`src/common/sram_settings.svh`:
```
// Width and depth macros for the SRAM subsystem that every file sizing a bus or array includes
`ifndef SRAM_SETTINGS_SVH
`define SRAM_SETTINGS_SVH

// Width of one RAM word in bits
`define SRAM_DATA_W 32

// Number of byte lanes in a word, one mask bit per lane
`define SRAM_BYTES (`SRAM_DATA_W / 8)

// Number of words held by the RAM
`define SRAM_DEPTH 64

// Word address width derived from the depth
`define SRAM_ADDR_W $clog2(`SRAM_DEPTH)

`endif

```
`src/common/sram_pkg.sv`:
```
// Shared types for the SRAM subsystem that every RTL module references by scoped name
`include "sram_settings.svh"

package sram_pkg;

  // Word address into the RAM array
  typedef logic [`SRAM_ADDR_W-1:0] addr_t;

  // One full data word
  typedef logic [`SRAM_DATA_W-1:0] data_t;

  // Byte mask with bit i covering byte lane i
  typedef logic [`SRAM_BYTES-1:0] bmask_t;

  // Controller states
  // CLEAR walks every word and writes zero, SERVE hands the port to the user
  typedef enum logic {
    CLEAR,
    SERVE
  } ctrl_state_e;

  // User request as it arrives at the top level
  // A request with we low is a read and wdata and bmask are then ignored
  typedef struct packed {
    logic   we;
    addr_t  addr;
    data_t  wdata;
    bmask_t bmask;
  } mem_req_t;

  // Control bundle seen by the RAM macro
  // Both strobes are active low as on a typical compiled memory
  typedef struct packed {
    logic   en_n;
    logic   wen_n;
    addr_t  addr;
    data_t  wdata;
    bmask_t bmask;
  } ram_ctrl_t;

endpackage

```
`src/design/init_counter.sv`:
```
// Word-address counter that steps through the whole RAM once during the power-up clear
`timescale 1ns/1ns

`include "sram_settings.svh"

module init_counter (
  input  logic            clk_i,
  input  logic            rst_n_i,
  input  logic            en_i,
  output sram_pkg::addr_t addr_o,
  output logic            last_o
);

  // Address of the word being cleared in this cycle
  sram_pkg::addr_t count_q;

  // Count register
  // It starts at word zero and moves on by one word per enabled cycle
  always_ff @(posedge clk_i or negedge rst_n_i) begin
    if (!rst_n_i) begin
      count_q <= '0;
    end else if (en_i) begin
      // After the final word the count wraps to zero as the enable drops
      count_q <= count_q + 1'b1;
    end
  end

  // The clearing write uses the current count directly
  assign addr_o = count_q;

  // Final word flag for the FSM
  // Kept combinational so the FSM leaves CLEAR at the same edge as the last write
  assign last_o = (count_q == sram_pkg::addr_t'(`SRAM_DEPTH - 1));

endmodule

```
`config.mk`:
```
export PLATFORM = sky130hd
export DESIGN_NAME = init_counter
export DESIGN_NICKNAME = d
export VERILOG_FILES = /design/src/common/sram_pkg.sv /design/src/design/init_counter.sv
export VERILOG_INCLUDE_DIRS = /design/src /design/src/common
export SDC_FILE = /design/constraint.sdc
export NUM_CORES = 1
export LEC_CHECK = 0
export BUFFER_PORTS_ARGS = -buffer_cell sky130_fd_sc_hd__buf_2
export CORE_AREA = 5 5 42 44
export CTS_CLUSTER_DIAMETER = 100
export DETAILED_ROUTE_END_ITERATION = 7
export DIE_AREA = 0 0 47 49
export HOLD_SLACK_MARGIN = 0.08
export PLACE_DENSITY = 0.42
export SLEW_MARGIN = 5
export SYNTH_ARGS = -nofsm -noshare
export SYNTH_HDL_FRONTEND = slang
export SYNTH_SLANG_ARGS = --single-unit
```
`constraint.sdc`:
```
create_clock -name clk_i -period 2.85 [get_ports clk_i]
set_input_delay 0.1425 -clock clk_i [delete_from_list [all_inputs] [get_ports clk_i]]
set_output_delay 0.1425 -clock clk_i [all_outputs]
set_load 0.03 [all_outputs]
```
# == Word-level counts from Yosys, hierarchy flattened ==
# Index checks and enable logic that the tools add are counted.
# op_classes
addsub,1
n_eq_ne,1
# op_table
operator,n
"adder 6 x 1 -> 6 bit, second input constant",1
"== test 6 bit, second input constant",1
# totals
in_bits,3
register_bits,6

# == Logic depth before layout (Yosys ltp) ==
# depth
word_depth,1
mapped_depth,3
depth_no_buf,3

# == Worst setup path after synthesis ==
# No wires, ideal clock.
# synth_path
path_kind,register to output
start,"register count_q[0], in the netlist addr_o[0]"
end,output last_o
arrival_time_ns,1.288
n_path_buf,0
stages_incl_launch_ff,4
slack_ns,1.419
t_required_ns,2.707
cell_sequence,dfrtp_1 ha_1 nand3_1 nor2_1
# synth_between
elab_chain_len,1
# synth_lines
element,line_no,text
from (decl),init_counter.sv:15,sram_pkg::addr_t count_q;
from (signal assigned),init_counter.sv:24,count_q <= count_q + 1'b1;
== test 6 bit,init_counter.sv:33,assign last_o = (count_q == sram_pkg::addr_t'(`SRAM_DEPTH - 1));
to (decl),init_counter.sv:11,output logic last_o
# Every way passes these cells.

# == Worst setup path in the final report ==
# Ends and elaborated chain as after synthesis.

==> tab_implementation.tex <==
\begin{tabular}{lr}
\hline
Metric & Value \\
\hline
\multicolumn{2}{l}{\textbf{Run status}} \\
\quad Status & finished, final reports clean \\
\multicolumn{2}{l}{\textbf{Timing}} \\
\quad Highest clock rate & between 700 and 800 MHz \\
\quad Worst rel slew slack & 0.874 \\
\quad Final critical-path share of the clock period & 0.485 \\
\quad Endpoints failing setup & 0 \\
\quad Actual transition at the worst max-transition pin & 0.189 ns \\
\quad Minimum period implied by the final worst setup slack & between 1 and 1.5 ns \\
\quad RSZ-0062 raised after global routing & no \\
\quad Max-slew violation count & 0 \\
\quad Setup clock skew after layout & $\sim$0.0013 ns \\
\quad Count of final hold-check violations & 0 \\
\quad Total negative setup slack & 0 ns \\
\multicolumn{2}{l}{\textbf{Power}} \\
\quad Power dissipated by switching net loads & approximately 0.22 mW \\
\quad Cell Pwr Density & approximately 1300 mW/mm2 \\
\quad Post-route total power & approximately 0.48 mW \\
\quad Clock Power Share & 0.158 \\
\quad Share of total power in combinational logic & 0.454 \\
\quad Leak & between 0.15 and 0.2 nW \\
\quad VDD IR-drop max & 0.495 mV \\
\quad Switching power as a share of total power & 0.466 \\
\quad Reg power frac & 0.388 \\
\quad Internal & approximately 0.26 mW \\
\multicolumn{2}{l}{\textbf{CTS}} \\
\quad TritonCTS clock tree & done \\
\quad Post-CTS sizing & 0 \\
\quad Number of clock sinks seen by CTS & 6 \\
\quad Max Buffers Root-to-Sink & 2 \\
\quad Hold Buf Count CTS & 1 \\
\quad Master cell of the clock root buffer & sky130\_fd\_sc\_hd\_\_clkbuf\_4 \\
\quad Clock-pin slew on the worst setup and hold paths & approximately 0.04 ns \\
\quad Post-CTS setup-driven buffer insertion count & 0 \\
\quad H-tree lvl count & 1 \\
\quad TritonCTS buffer count & 3 \\
\quad Clock insertion delay at the later pin of the skew report & around 0.24 ns \\
\multicolumn{2}{l}{\textbf{Drt}} \\
\quad Detail-routed via count per cell & approximately 4.2 \\
\quad Drt total wl & $\sim$500 um \\
\quad Metal2 WL & 163 um \\
\quad Top layer in use & met3 \\
\quad Met1 layer wirelength in the final routing & approximately 270 um \\
\quad First drt pass iteration count & 4 \\
\quad Count of nets left with antenna violations after detail routing & 0 \\
\quad DRC violation total after the first TritonRoute iteration & 4 \\
\quad Routed WL per cell & around 10 um \\
\quad DRC errors left & 0 \\
\quad Via count & about 210 \\
\quad WL met3 & between 60 and 70 um \\
\multicolumn{2}{l}{\textbf{Worst setup path}} \\
\quad CP bufs+invs & 1 \\
\quad Setup Crit Path Kind & reg2out \\
\quad Worst reg2reg startpoint & addr\_o[0] \\
\quad Crit path largest cell delay & about 0.4 ns \\
\quad Top cell family by delay on the critical path & flip-flops \\
\quad Worst Path Max Fanout & 4 \\
\quad Arrival time worst endpoint & roughly 1.2 ns \\
\quad CP Launch Point & addr\_o[0] \\
\quad Setup crit start kind & register \\
\quad End of the worst register-to-register path & addr\_o[1] \\
\quad Crit-path cells & ha\_1 -> nand3\_1 -> nor2\_1 -> buf\_2 \\
\quad Setup slack of the most critical reg-to-reg path & around 1.8 ns \\
\quad CP Data Required Time & $\sim$2.7 ns \\
\quad Crit path capture type & primary output \\
\quad Depth of the worst register-to-register path & 2 \\
\quad Slowest cell on the critical path & sky130\_fd\_sc\_hd\_\_dfrtp\_1 \\
\multicolumn{2}{l}{\textbf{Global routing}} \\
\quad Global-route usage over all layers & 0.0553 \\
\quad Maximum number of pins on one net before global-route repair & 7 \\
\quad Number of antenna violations at the first check in global routing & 0 \\
\quad Overflow left after global routing & 0 \\
\quad Vias in the first global route & 200 \\
\quad Wire length of the first global-routing pass & 855 um \\
\multicolumn{2}{l}{\textbf{Synthesis}} \\
\quad Yosys warning count & 0 \\
\quad Portion of the post-synthesis area used by sequential elements & 0.571 \\
\quad Number of distinct library cells after synthesis & 11 \\
\quad Dominant cells by area after synthesis & sky130\_fd\_sc\_hd\_\_dfrtp\_1 (57\%), sky130\_fd\_sc\_hd\_\_xnor2\_1 (10\%), sky130\_fd\_sc\_hd\_\_xor2\_1 (6.7\%) \\
\quad Post-synth top cells & sky130\_fd\_sc\_hd\_\_dfrtp\_1 (6), sky130\_fd\_sc\_hd\_\_nand2\_1 (3), sky130\_fd\_sc\_hd\_\_xnor2\_1 (3), sky130\_fd\_sc\_hd\_\_xor2\_1 (2) \\
\quad Synthesized cell area & around 260 um2 \\
\quad Area share of and/or/nand/nor cells after synthesis & 0.171 \\
\quad Multiplexer area fraction after synthesis & 0.0429 \\
\quad Post-synthesis compound-gate area fraction & 0 \\
\quad FF+latch count, synth & 6 \\
\quad Synthesized netlist net count & 25 \\
\quad Synth async-reset ratio & 1.00 \\
\quad Dominant cell by count in the synthesized netlist & sky130\_fd\_sc\_hd\_\_dfrtp\_1 \\
\quad Post-Synthesis Mean Instance Area & around 13 um2 \\
\quad Number of enable flip-flop cells after synthesis & 0 \\
\quad Dominant combinational cell family by area after synthesis & simple AND/OR/NAND/NOR gates \\
\quad Adder-Cell Fraction of Synth Area & 0.0476 \\
\quad Proportion of netlist area held by the largest area contributor & 0.571 \\
\quad XOR/XNOR Fraction of Synth Area & 0.167 \\
\quad Dominant cell type by area after synthesis & sky130\_fd\_sc\_hd\_\_dfrtp\_1 \\
\quad Post-synth top flop & sky130\_fd\_sc\_hd\_\_dfrtp\_1 \\
\quad Cells after synthesis & 21 \\
\multicolumn{2}{l}{\textbf{Floorplan}} \\
\quad Area of the placeable core & roughly 0.0014 mm2 \\
\quad Chip height & about 50 um \\
\quad Die boundary width & about 47 um \\
\quad Die Outline Area & 0.00230 mm2 \\
\quad Initial standard-cell utilization of the core & 0.188 \\
\quad Count of pins on the block boundary & 10 \\
\quad Number of placement rows & 14 \\
\multicolumn{2}{l}{\textbf{Min path}} \\
\quad Worst hold-check path type & in2reg \\
\quad Worst hold path startpoint & en\_i \\
\quad Worst hold path cell count & 2 \\
\quad Endpoint of the worst hold-timing path & addr\_o[0] \\
\multicolumn{2}{l}{\textbf{Cells and area}} \\
\quad Reg area & between 150 and 200 um2 \\
\quad Fraction of final layout cells sized beyond drive strength 1 & 0.441 \\
\quad Number of nets in the layout & 40 \\
\quad Number of flip-flops in the largest register & 6 \\
\quad Area used by multi-input combinational logic & 113 um2 \\
\quad Count of antenna diodes in the layout & 0 \\
\quad Area growth from synthesis to layout & 37.1\% \\
\quad Fill cell instance count of the final layout & 161 \\
\multicolumn{2}{l}{\textbf{Placed design}} \\
\quad Count of port buffers added during placement & 9 \\
\quad Final weighted congestion in routability-driven placement & around 0.72 \\
\quad Detailed placer's ending HPWL & 401 um \\
\multicolumn{2}{l}{\textbf{Run}} \\
\quad Max capacitance violation total & 0 \\
\hline
\end{tabular}
==> metrics by stage <==
step / hold slack [ns] / utilization / area (um2) / worst slack (ns) / cells
floorplan: -0.153 / - / 263 / 1.42 / 21
global placement: -0.0256 / 0.234 / 328 / 1.75 / 46
detailed placement: -0.0243 / 0.234 / 328 / 1.71 / 46
CTS: 0.157 / 0.257 / 360 / 1.45 / 50
global route: 0.182 / 0.257 / 360 / 1.36 / 50
finish: 0.160 / 0.257 / 360 / 1.47 / 50
==> cells in the final DEF, fill, tap and decap left out, drive strengths merged <==
| cell type | instances |
|---|---|
| buf | 9 |
| xnor2 | 3 |
| dlygate4sd3 | 1 |
| mux2 | 1 |
| clkbuf | 3 |
| dfrtp | 6 |
| ha | 1 |
| nor2 | 2 |
| nand2 | 3 |
| nand4 | 2 |
| nand3 | 1 |
| xor2 | 2 |
==> metal layers <==
layer  track usage  vias to the layer above
li1              -                       98
met1        0.0899                      100
met2        0.0452                       10
met3        0.0332                        0
met4        0.0415                        0
met5             0                        -
==> logic make-up after synthesis <==
family	count (synthesis)
adders and majority gates	1
xor gates and xnor gates	5
and+or+nand+nor	8
muxes	1
DFF	6
==> worst max-delay path by stage <==
stage,slack (ns),depth (start not counted),end
6_report,1.47,4,last_o
3_3_place_gp,1.75,4,last_o
2_1_floorplan,1.42,3,last_o
3_5_place_dp,1.71,4,last_o
4_1_cts,1.45,4,last_o
5_1_grt,1.36,4,last_o
==> area by class of cell <==
class | count | area share
Sequential cell | 6 | 0.417
Multi-Input combinational cell | 15 | 0.312
Timing Repair Buffer | 10 | 0.153
Clock buffer | 3 | 0.0625
Tap cell | 16 | 0.0556
==> power by group through the flow <==
| stage | Combinational [mW] | Clock, mW | Sequential [mW] |
|---|---|---|---|
| floorplan | 0.0697 | 0 | 0.268 |
| global placement | 0.219 | 0 | 0.186 |
| detailed placement | 0.218 | 0 | 0.188 |
| CTS | 0.220 | 0.0797 | 0.187 |
| global route | 0.237 | 0.0846 | 0.195 |
| finish | 0.217 | 0.0757 | 0.186 |
(Power assumes the default switching activity.)
