===== src/common/sram_settings.svh =====
// Width and depth macros for the SRAM subsystem that every file sizing a bus or array includes
`ifndef SRAM_SETTINGS_SVH
`define SRAM_SETTINGS_SVH

// Width of one RAM word in bits
`define SRAM_DATA_W 32

// Number of byte lanes in a word, one mask bit per lane
`define SRAM_BYTES (`SRAM_DATA_W / 8)

// Number of words held by the RAM
`define SRAM_DEPTH 64

// Word address width derived from the depth
`define SRAM_ADDR_W $clog2(`SRAM_DEPTH)

`endif


===== src/common/sram_pkg.sv =====
// Shared types for the SRAM subsystem that every RTL module references by scoped name
`include "sram_settings.svh"

package sram_pkg;

  // Word address into the RAM array
  typedef logic [`SRAM_ADDR_W-1:0] addr_t;

  // One full data word
  typedef logic [`SRAM_DATA_W-1:0] data_t;

  // Byte mask with bit i covering byte lane i
  typedef logic [`SRAM_BYTES-1:0] bmask_t;

  // Controller states
  // CLEAR walks every word and writes zero, SERVE hands the port to the user
  typedef enum logic {
    CLEAR,
    SERVE
  } ctrl_state_e;

  // User request as it arrives at the top level
  // A request with we low is a read and wdata and bmask are then ignored
  typedef struct packed {
    logic   we;
    addr_t  addr;
    data_t  wdata;
    bmask_t bmask;
  } mem_req_t;

  // Control bundle seen by the RAM macro
  // Both strobes are active low as on a typical compiled memory
  typedef struct packed {
    logic   en_n;
    logic   wen_n;
    addr_t  addr;
    data_t  wdata;
    bmask_t bmask;
  } ram_ctrl_t;

endpackage


===== src/design/mem_port_mux.sv =====
// Port mux that puts either clearing writes or user requests on the single RAM port
`timescale 1ns/1ns

module mem_port_mux (
  input  logic                clk_i,
  input  logic                rst_n_i,
  input  logic                clear_en_i,
  input  sram_pkg::addr_t     clear_addr_i,
  input  logic                req_i,
  input  sram_pkg::mem_req_t  req_i_data,
  output sram_pkg::ram_ctrl_t ram_o,
  output logic                rvalid_o
);

  // High when a user read is handed to the RAM this cycle
  logic rd_accept;

  // High when a user request of either kind reaches the RAM this cycle
  logic req_accept;

  // User strobes only count once clearing is over
  // A strobe during clearing is simply dropped
  assign req_accept = req_i && !clear_en_i;
  assign rd_accept  = req_accept && !req_i_data.we;

  // RAM control selection
  always_comb begin
    // Idle port keeps both strobes high and passes the user fields through
    ram_o.en_n  = 1'b1;
    ram_o.wen_n = 1'b1;
    ram_o.addr  = req_i_data.addr;
    ram_o.wdata = req_i_data.wdata;
    ram_o.bmask = req_i_data.bmask;

    if (clear_en_i) begin
      // Clearing writes zero to the counter address
      // The full mask makes the whole word take the zero value
      ram_o.en_n  = 1'b0;
      ram_o.wen_n = 1'b0;
      ram_o.addr  = clear_addr_i;
      ram_o.wdata = '0;
      ram_o.bmask = '1;
    end else if (req_accept) begin
      // A write request drives both strobes low
      // A read keeps write-enable high so the RAM returns the word
      ram_o.en_n  = 1'b0;
      ram_o.wen_n = !req_i_data.we;
    end
  end

  // Read-valid register
  // The RAM registers its output at the same edge, so the pulse and the data line up
  always_ff @(posedge clk_i or negedge rst_n_i) begin
    if (!rst_n_i) begin
      rvalid_o <= 1'b0;
    end else begin
      rvalid_o <= rd_accept;
    end
  end

endmodule


===== config.mk =====
export PLATFORM = sky130hd
export DESIGN_NAME = mem_port_mux
export DESIGN_NICKNAME = d
export VERILOG_FILES = /design/src/common/sram_pkg.sv /design/src/design/mem_port_mux.sv
export VERILOG_INCLUDE_DIRS = /design/src /design/src/common
export SDC_FILE = /design/constraint.sdc
export NUM_CORES = 1
export LEC_CHECK = 0
export BUFFER_PORTS_ARGS = -buffer_cell sky130_fd_sc_hd__buf_2
export CAP_MARGIN = 25
export CELL_PAD_IN_SITES_DETAIL_PLACEMENT = 1
export CELL_PAD_IN_SITES_GLOBAL_PLACEMENT = 2
export CORE_AREA = 3 3 70 65
export CTS_BUF_LIST = sky130_fd_sc_hd__clkbuf_16
export CTS_CLUSTER_SIZE = 28
export DETAILED_ROUTE_END_ITERATION = 10
export DIE_AREA = 0 0 73 68
export PLACE_DENSITY_LB_ADDON = 0.1
export SYNTH_ARGS = -nofsm -noshare
export SYNTH_HDL_FRONTEND = slang
export SYNTH_SLANG_ARGS = --single-unit

===== constraint.sdc =====
create_clock -name clk_i -period 0.8 [get_ports clk_i]
set_input_delay 0 -clock clk_i [delete_from_list [all_inputs] [get_ports clk_i]]
set_output_delay 0 -clock clk_i [all_outputs]
set_load 0.02 [all_outputs]

# Yosys cells after proc, flatten, opt, wreduce, memory -nomap -nowiden
# Index checks and enable logic that the tools add are counted.
[classes] n_reduce_logical=4 n_mux=3
[ops] op="42-bit 2-to-1 mux" count=1
[ops] op="2-bit 2-to-1 mux" count=2
[ops] op="1-bit logical AND" count=2
[ops] op="1-bit logical NOT" count=2
[totals] reg_bits=1 out_inout_bits=45 in_bits=53

# Longest topological paths before layout
# Gate-level depths: netlist (run 1).
[logic_depth] depth_word=4 ltp_mapped=3 depth_no_buf=1

# Worst setup path after synthesis (run 1)
# Ideal clock, no wire load.
[synth_timing] path_type="input to output" start="input clear_en_i" end="output ram_o[13] in the netlist's numbering" slack_ps=199 required_ps=800 cell_stages=3 arrival_time_ps=601 cell_sequence="buf_6 -> buf_2 -> nor2b_1"
[synth_rtl] item="start: declaration" line_no="mem_port_mux.sv:7" text="input logic clear_en_i,"
[synth_rtl] item="end: declaration" line_no="mem_port_mux.sv:11" text="output sram_pkg::ram_ctrl_t ram_o,"

==> flow_results.org, run 1 <==
** Critical path
- Critical path start-end classification :: in2out
- The critical path starts at clear_en_i.
- The signal on the critical path passes through buf_2 -> buf_12 -> mux2_2 -> buf_4.
- Of all nets on the critical path, the largest fanout is 23.
- STA classifies the critical path startpoint as an input port.
- The cell family contributing the most delay on the critical path is buffers and inverters.
- The critical path contains buffers and inverters numbering 3 combined.
- Data arrives at the worst endpoint at 770 ps.
- The largest single stage delay on the critical path is 340 ps.
- STA classifies the critical path endpoint as an output pin.
- Slowest cell on crit path :: sky130_fd_sc_hd__mux2_2
- The critical path runs through a total of 4 cells.
- Data on the critical path is required at its endpoint by 800 ps.
- Crit path to :: ram_o[41]

** Floorplan
- Area enclosed by the die boundary :: 0.00496 mm2
- Cell Rows :: 21
- From bottom edge to top edge, the die measures 68 um.
- Die outline width :: 73 um
- 98 I/O pins were placed.
- The floorplan step defined a core boundary enclosing 0.00381 mm2.
- For this configuration, the core starts out at a cell density of 10.1%.

** Cells and area
- Counting the fill cells in the layout gives 498.
- Biggest register :: rvalid_o
- Largest register FFs :: 1
- The library cell used most frequently in the layout, excluding fill and tap cells, is sky130_fd_sc_hd__buf_2.
- Seq. cell area :: 25.0 um2
- Net total in the final layout :: 203
- The largest registers in the layout are rvalid_o x1.
- Cells with a size suffix above 1 make up 75.0% of the layout.
- The multi-input combinational cells in the finished layout cover a total of 318 um2.
- The area growth from synthesis to layout is 143%.
- Count of inserted antenna diode cells :: 0
- Leaving out fill and tap cells, the most frequent cells in the layout are 96 x sky130_fd_sc_hd__buf_2, 28 x sky130_fd_sc_hd__nor2b_1, 5 x sky130_fd_sc_hd__mux2_2.

** Routing
- Vias post-DR :: 711
- In the final routing, the length of wire on met1 measures 619 um.
- The highest metal layer carrying signal wires in the routed design is met4.
- Vias per std cell :: 3.66
- Met3 wire length :: 301 um
- In this run the remaining antenna-violating nets after routing total 0.
- For this block, the initial DRC count from the detailed router was 2.
- After detailed routing, the number of remaining DRC violations is 0.
- For this run, the detailed router's first-pass iteration total came to 3.
- Wires add up to 2.03 mm.
- Met2 routed wirelength :: 1.09 mm
- Avg WL per Cell :: 10.5 um

** Run
- Number of max-cap violations :: 0

** Pwr
- Overall power consumption after layout is estimated at 0.000622 W.
- IR Drop Worst-Case VDD :: 0.144 mV
- The analysis attributes to cell leakage a power of 0.574 nW.
- Power spread over the standard cell area amounts to 661 mW/mm2.

** Global route
- The total overflow left after global routing is 0.
- The via count of the first global-routing pass is 671.
- Combined global-route utilization of all metal layers :: 6.93%
- The number of antenna violations at the first check in global routing came to 0.
- Entering global routing, the biggest net connects 24 pins.
- The first global-routing pass estimated 2.86 mm of wire.

** Clock network
- After clock tree synthesis, the clock-pin slew on the worst setup and hold paths is 0 ps.
- After clock tree synthesis, the setup repair step added 0 buffers.

** Synth
- After synthesis the netlist holds a flip-flop and latch count of 1.
- Syn Std Cell Area :: 387 um2
- Count of unique library cells instantiated by Yosys :: 11
- Synthesis produced a netlist whose cell count is 51.
- Seq/Total Area, Yosys :: 6.47%
- Syn. warnings :: 0
- In this run the mean area of a mapped cell was 7.58 um2.
- When the netlist entered floorplanning its net count stood at 104.

** Timing
- Final setup violation count :: 0
- Number of hold violations in the final report :: 0
- Number of pins with negative max-slew slack in the final report :: 0
- Static timing analysis puts the maximum clock frequency at 1.30 GHz.
- Setup repair after global routing could not meet its margin everywhere.
- The worst pin sits at a relative slew slack of 89.4%.
- Ratio of final minimum period to clock period :: 96.5%
- At the pin with the least slew margin, the transition time is 158 ps.
- Setup total negative slack :: 0 ps
- The routed design could run at a clock period as short as 772 ps.

** Placement
- DP HPWL :: 1.87 mm
- The congestion estimate from routability-driven global placement came to 0.611.
- The count of buffers added on input and output ports is 97.

** Min path
- Min-delay worst type :: in2reg
- Number of stages on the worst hold path :: 2

** Status
- Status :: complete, no violations
synthesized netlist by cell type, drive strengths merged:
master,count,area [um2]
nor3b,1,7.51
a21oi,1,5.00
mux2,6,71.3
or2,4,25.0
nor2b,28,175
and2b,4,30.0
dfrtp,1,25.0
buf,5,43.8
nor2,1,3.75
power breakdown:
group	switching, W	internal (W)
Sequential	0.000000399	0.0000534
Combinational	0.000298	0.000270
Clock	0	0
routing by layer:
layer,track usage (%),vias up
met5,0,-
met1,6.72,303
li1,-,350
met3,1.91,2
met4,0.691,0
met2,14.7,56
cells by family (layout without fill, tap and decap cells):
| group | Yosys count | in the layout | share of synthesized area [%] |
|---|---|---|---|
| flip-flops | 1 | 1 | 6.47 |
| AO/OA/AOI/OAI | 1 | 1 | 1.29 |
| multiplexers | 6 | 6 | 18.4 |
| buffers and inverters | 5 | 102 | 11.3 |
| AND/OR/NAND/NOR | 38 | 38 | 62.5 |
worst min path at each step:
stage,to,slack (ps),from
floorplan,rvalid_o,-300,rst_n_i
global placement,rvalid_o,-220,rst_n_i
detailed placement,rvalid_o,-220,rst_n_i
CTS,rvalid_o,180,req_i_data[42]
global route,rvalid_o,200,req_i_data[42]
finish,rvalid_o,180,req_i_data[42]
area by class of cell:
class | count | share of cell area [%]
sequential | 1 | 2.66
tap | 46 | 6.12
timing repair buffer | 102 | 57.4
multi-input combinational | 45 | 33.8
per-stage QoR:
stage	setup WS (ps)	util [%]	hold WS, ps	instances	cell area, um2
after floorplan	199	-	-296	51	387
after global placement	36.3	24.4	-224	193	928
after detailed placement	19.1	24.4	-223	193	928
after CTS	17.1	24.6	179	194	938
after global routing	-11.0	24.7	196	194	941
final	28.3	24.7	179	194	941
what timing repair did:
action,CTS,global route
hold buffers,1,0
gates resized for setup,0,1
endpoints found under the setup margin,0,3
hold endpoints to repair,1,0
No activity file was read; power rests on OpenSTA's default activity.
==> inputs of run 2 (changes only) <==
- GPL_TIMING_DRIVEN: not set -> 0
- SETUP_SLACK_MARGIN: not set -> 0.1
==> run 2 against run 1 <==
Against the previous run: sequential cell count unchanged; critical endpoint is now ram_o[2]; utilization up 1.8 points; setup slack better by 98 ps; final cell count up 1.0%; die area unchanged; critical path depth unchanged; largest power group unchanged; total power up 6.3%; via count up 1.4%; highest routed layer is now met3; sequential share of layout area down 0.18 points.
==> flow_results.org, run 2 (synthesized netlist as in run 1, its figures left out) <==
** Cells and area
- Most common cell after layout, fill and taps aside :: sky130_fd_sc_hd__buf_2
- In the layout the commonest cells are 94 x sky130_fd_sc_hd__buf_2, 28 x sky130_fd_sc_hd__nor2b_1, 6 x sky130_fd_sc_hd__buf_6.
- Count of inserted antenna diode cells :: 0 (unchanged)
- Counting flops per register, the top entry is rvalid_o.
- The area growth from synthesis to layout is 161%.
- Final non-filler cell area :: 0.00101 mm2 (+7.4%)
- The flip-flop count of the largest register after layout is 1 (unchanged).
- The count of non-filler cells in the finished layout was 196 (+1.0%).
- The largest registers in the layout are rvalid_o x1.
- Net total in the final layout :: 205 (+0.99%)
- The fraction of final layout cells sized beyond drive strength 1 is 75.3% (+0.33 points).

** Global route
- The global-route wire length before repair is 2.95 mm (+3.4%).
- Via count of the first global-routing pass :: 707 (+5.4%)
- Combined global-route utilization of all metal layers :: 7.11% (+0.18 points)
- The total congestion overflow was 0 (unchanged).
- The maximum number of pins on one net before global-route repair is 11 (-54%).
- The number of antenna violations at the first check in global routing was 0 (unchanged).

** Timing
- Transition at the pin with the smallest max-transition slack :: 173 ps (+14.7 ps)
- Worst Hold Slack :: 184 ps (+5.84 ps)
- The worst slew slack as a fraction of its limit came to 88.4% (-0.98 points).
- Number of pins with negative max-slew slack in the final report :: 0 (unchanged)
- Final setup violation count :: 0 (unchanged)
- The time the worst path needs with I/O delays and setup is 673 ps (-98.4 ps).
- The final cycle utilization of the critical path is 84.2% (-12 points).
- Number of hold violations in the final report :: 0 (unchanged)
- Setup repair after global routing missed its margin :: no
- Setup total negative slack :: 0 ps (unchanged)
- The top achievable clock speed came to 1.49 GHz (+15%).

** Routing
- Final routed DRC violation total :: 0 (unchanged)
- The first-pass detailed-route iteration total was 2 (-1).
- DRC marker count from the first detailed-route iteration :: 3 (+1)
- The remaining number of nets flagged by the antenna check after routing was 0 (unchanged).
- The vias after detailed routing is 721 (+1.4%).
- Avg WL per Cell :: 10.6 um (+1.7%)
- The post-detailed-routing wire length came to 2.08 mm (+2.7%).
- The detailed-route vias per instance came to 3.68 (+0.37%).

** Placement
- The cell count after placement was 193 (unchanged).
- IO Port Bufs :: 96 (-1.0%)
- DP HPWL :: 1.87 mm (+0.32%)
- The placement-stage cell area was 925 um2 (-0.40%).
- GP Congestion :: 0.621 (+1.6%)

** Floorplan
- Starting Density :: 10.1% (unchanged)
- The width of the die came to 73 um (unchanged).
- The vertical extent of the die came to 68 um (unchanged).
- Area enclosed by the die boundary :: 0.00496 mm2 (unchanged)
- The core footprint is 0.00381 mm2 (unchanged).
- Cell Rows :: 21 (unchanged)
- Number of ports placed on the die boundary :: 98 (unchanged)

** Run
- The max-cap violation count is 0 (unchanged).

** Pwr
- The power consumption is 0.000661 W (+6.3%).
- The cell leakage power is 0.607 nW (+5.7%).
- The power per cell area is 654 mW/mm2 (-1.0%).
- IR Drop Worst-Case VDD :: 0.214 mV (+48%)

** Critical path
- Critical Path Source Type :: input port
- Sort of element at the end of the critical path :: output pin
- Required time at the endpoint of the critical path :: 800 ps (about the same)
- The data arrival time of the critical path was 670 ps (-100 ps).
- Critical path start-end classification :: in2out
- The critical-path maximum fanout was 11 (-52%).

** Clock network
- The clock edge transition at the registers on the reported setup and hold paths was 0 ps (unchanged).
- Post-CTS setup buffers :: 0 (unchanged)

** Status
- The flow ran to the end, and the final reports show no timing, DRC or antenna violations.

** Min path
- Min-delay worst type :: in2reg
## run 2: changes by cell type in the layout (fill, tap and decap cells not counted), sizes merged
cell and delta:
buf +1, clkbuf +1
## run 2: per-layer routing
metal	GRT usage, %	routed length, um	up-vias	share of wire, %
met5	0	0	-	0
met4	0	0	0	0
met3	1.32	284	0	14
met2	15.8	1170	54	56
met1	6.98	633	310	30
li1	-	-	357	-
## run 2: repair_timing
item	CTS	global route
hold endpoints to repair	1	0
setup endpoints to repair	4	5
cloned	1	1
hold buffers	1	0
resized for setup	6	8
## run 2: power by group
part	leakage [nW]	switching (W)	total, W	internal [W]
Combinational	0.594	0.000305	0.000608	0.000303
Sequential	0.0135	0.000000360	0.0000538	0.0000534
Clock	0	0	0	0
Total	0.607	0.000305	0.000661	0.000356
## run 2: area by class of cell
cell class              instances  area, um2
well taps                      46       57.6
repair buffers                 99        552
fillers                       501       2800
multi-input cells              45        320
plain buffers                   5       56.3
flip-flops and latches          1       25.0
## run 2: final timing paths
| check | start | endpoint | slack [ps] | cells past startpoint |
|---|---|---|---|---|
| worst min-delay path | req_i_data[42] | rvalid_o | 180 | 2 |
| min in group asynchronous | rst_n_i | rvalid_o | 310 | 2 |
| max in group asynchronous | rst_n_i | rvalid_o | 410 | 2 |
| worst max-delay path | clear_en_i | ram_o[2] | 130 | 4 |
## run 2: stage by stage
step           setup slack (ps)  util (%)
2_1_floorplan               199         -
3_3_place_gp               88.5      24.3
3_5_place_dp               80.5      24.3
4_1_cts                    96.2      25.2
5_1_grt                     109      26.5
6_report                    127      26.5
## run 2: worst max-delay path: stages
cell	delay, ps
sky130_fd_sc_hd__buf_12	120
sky130_fd_sc_hd__buf_8	120
sky130_fd_sc_hd__or2_2	290
sky130_fd_sc_hd__buf_6	130
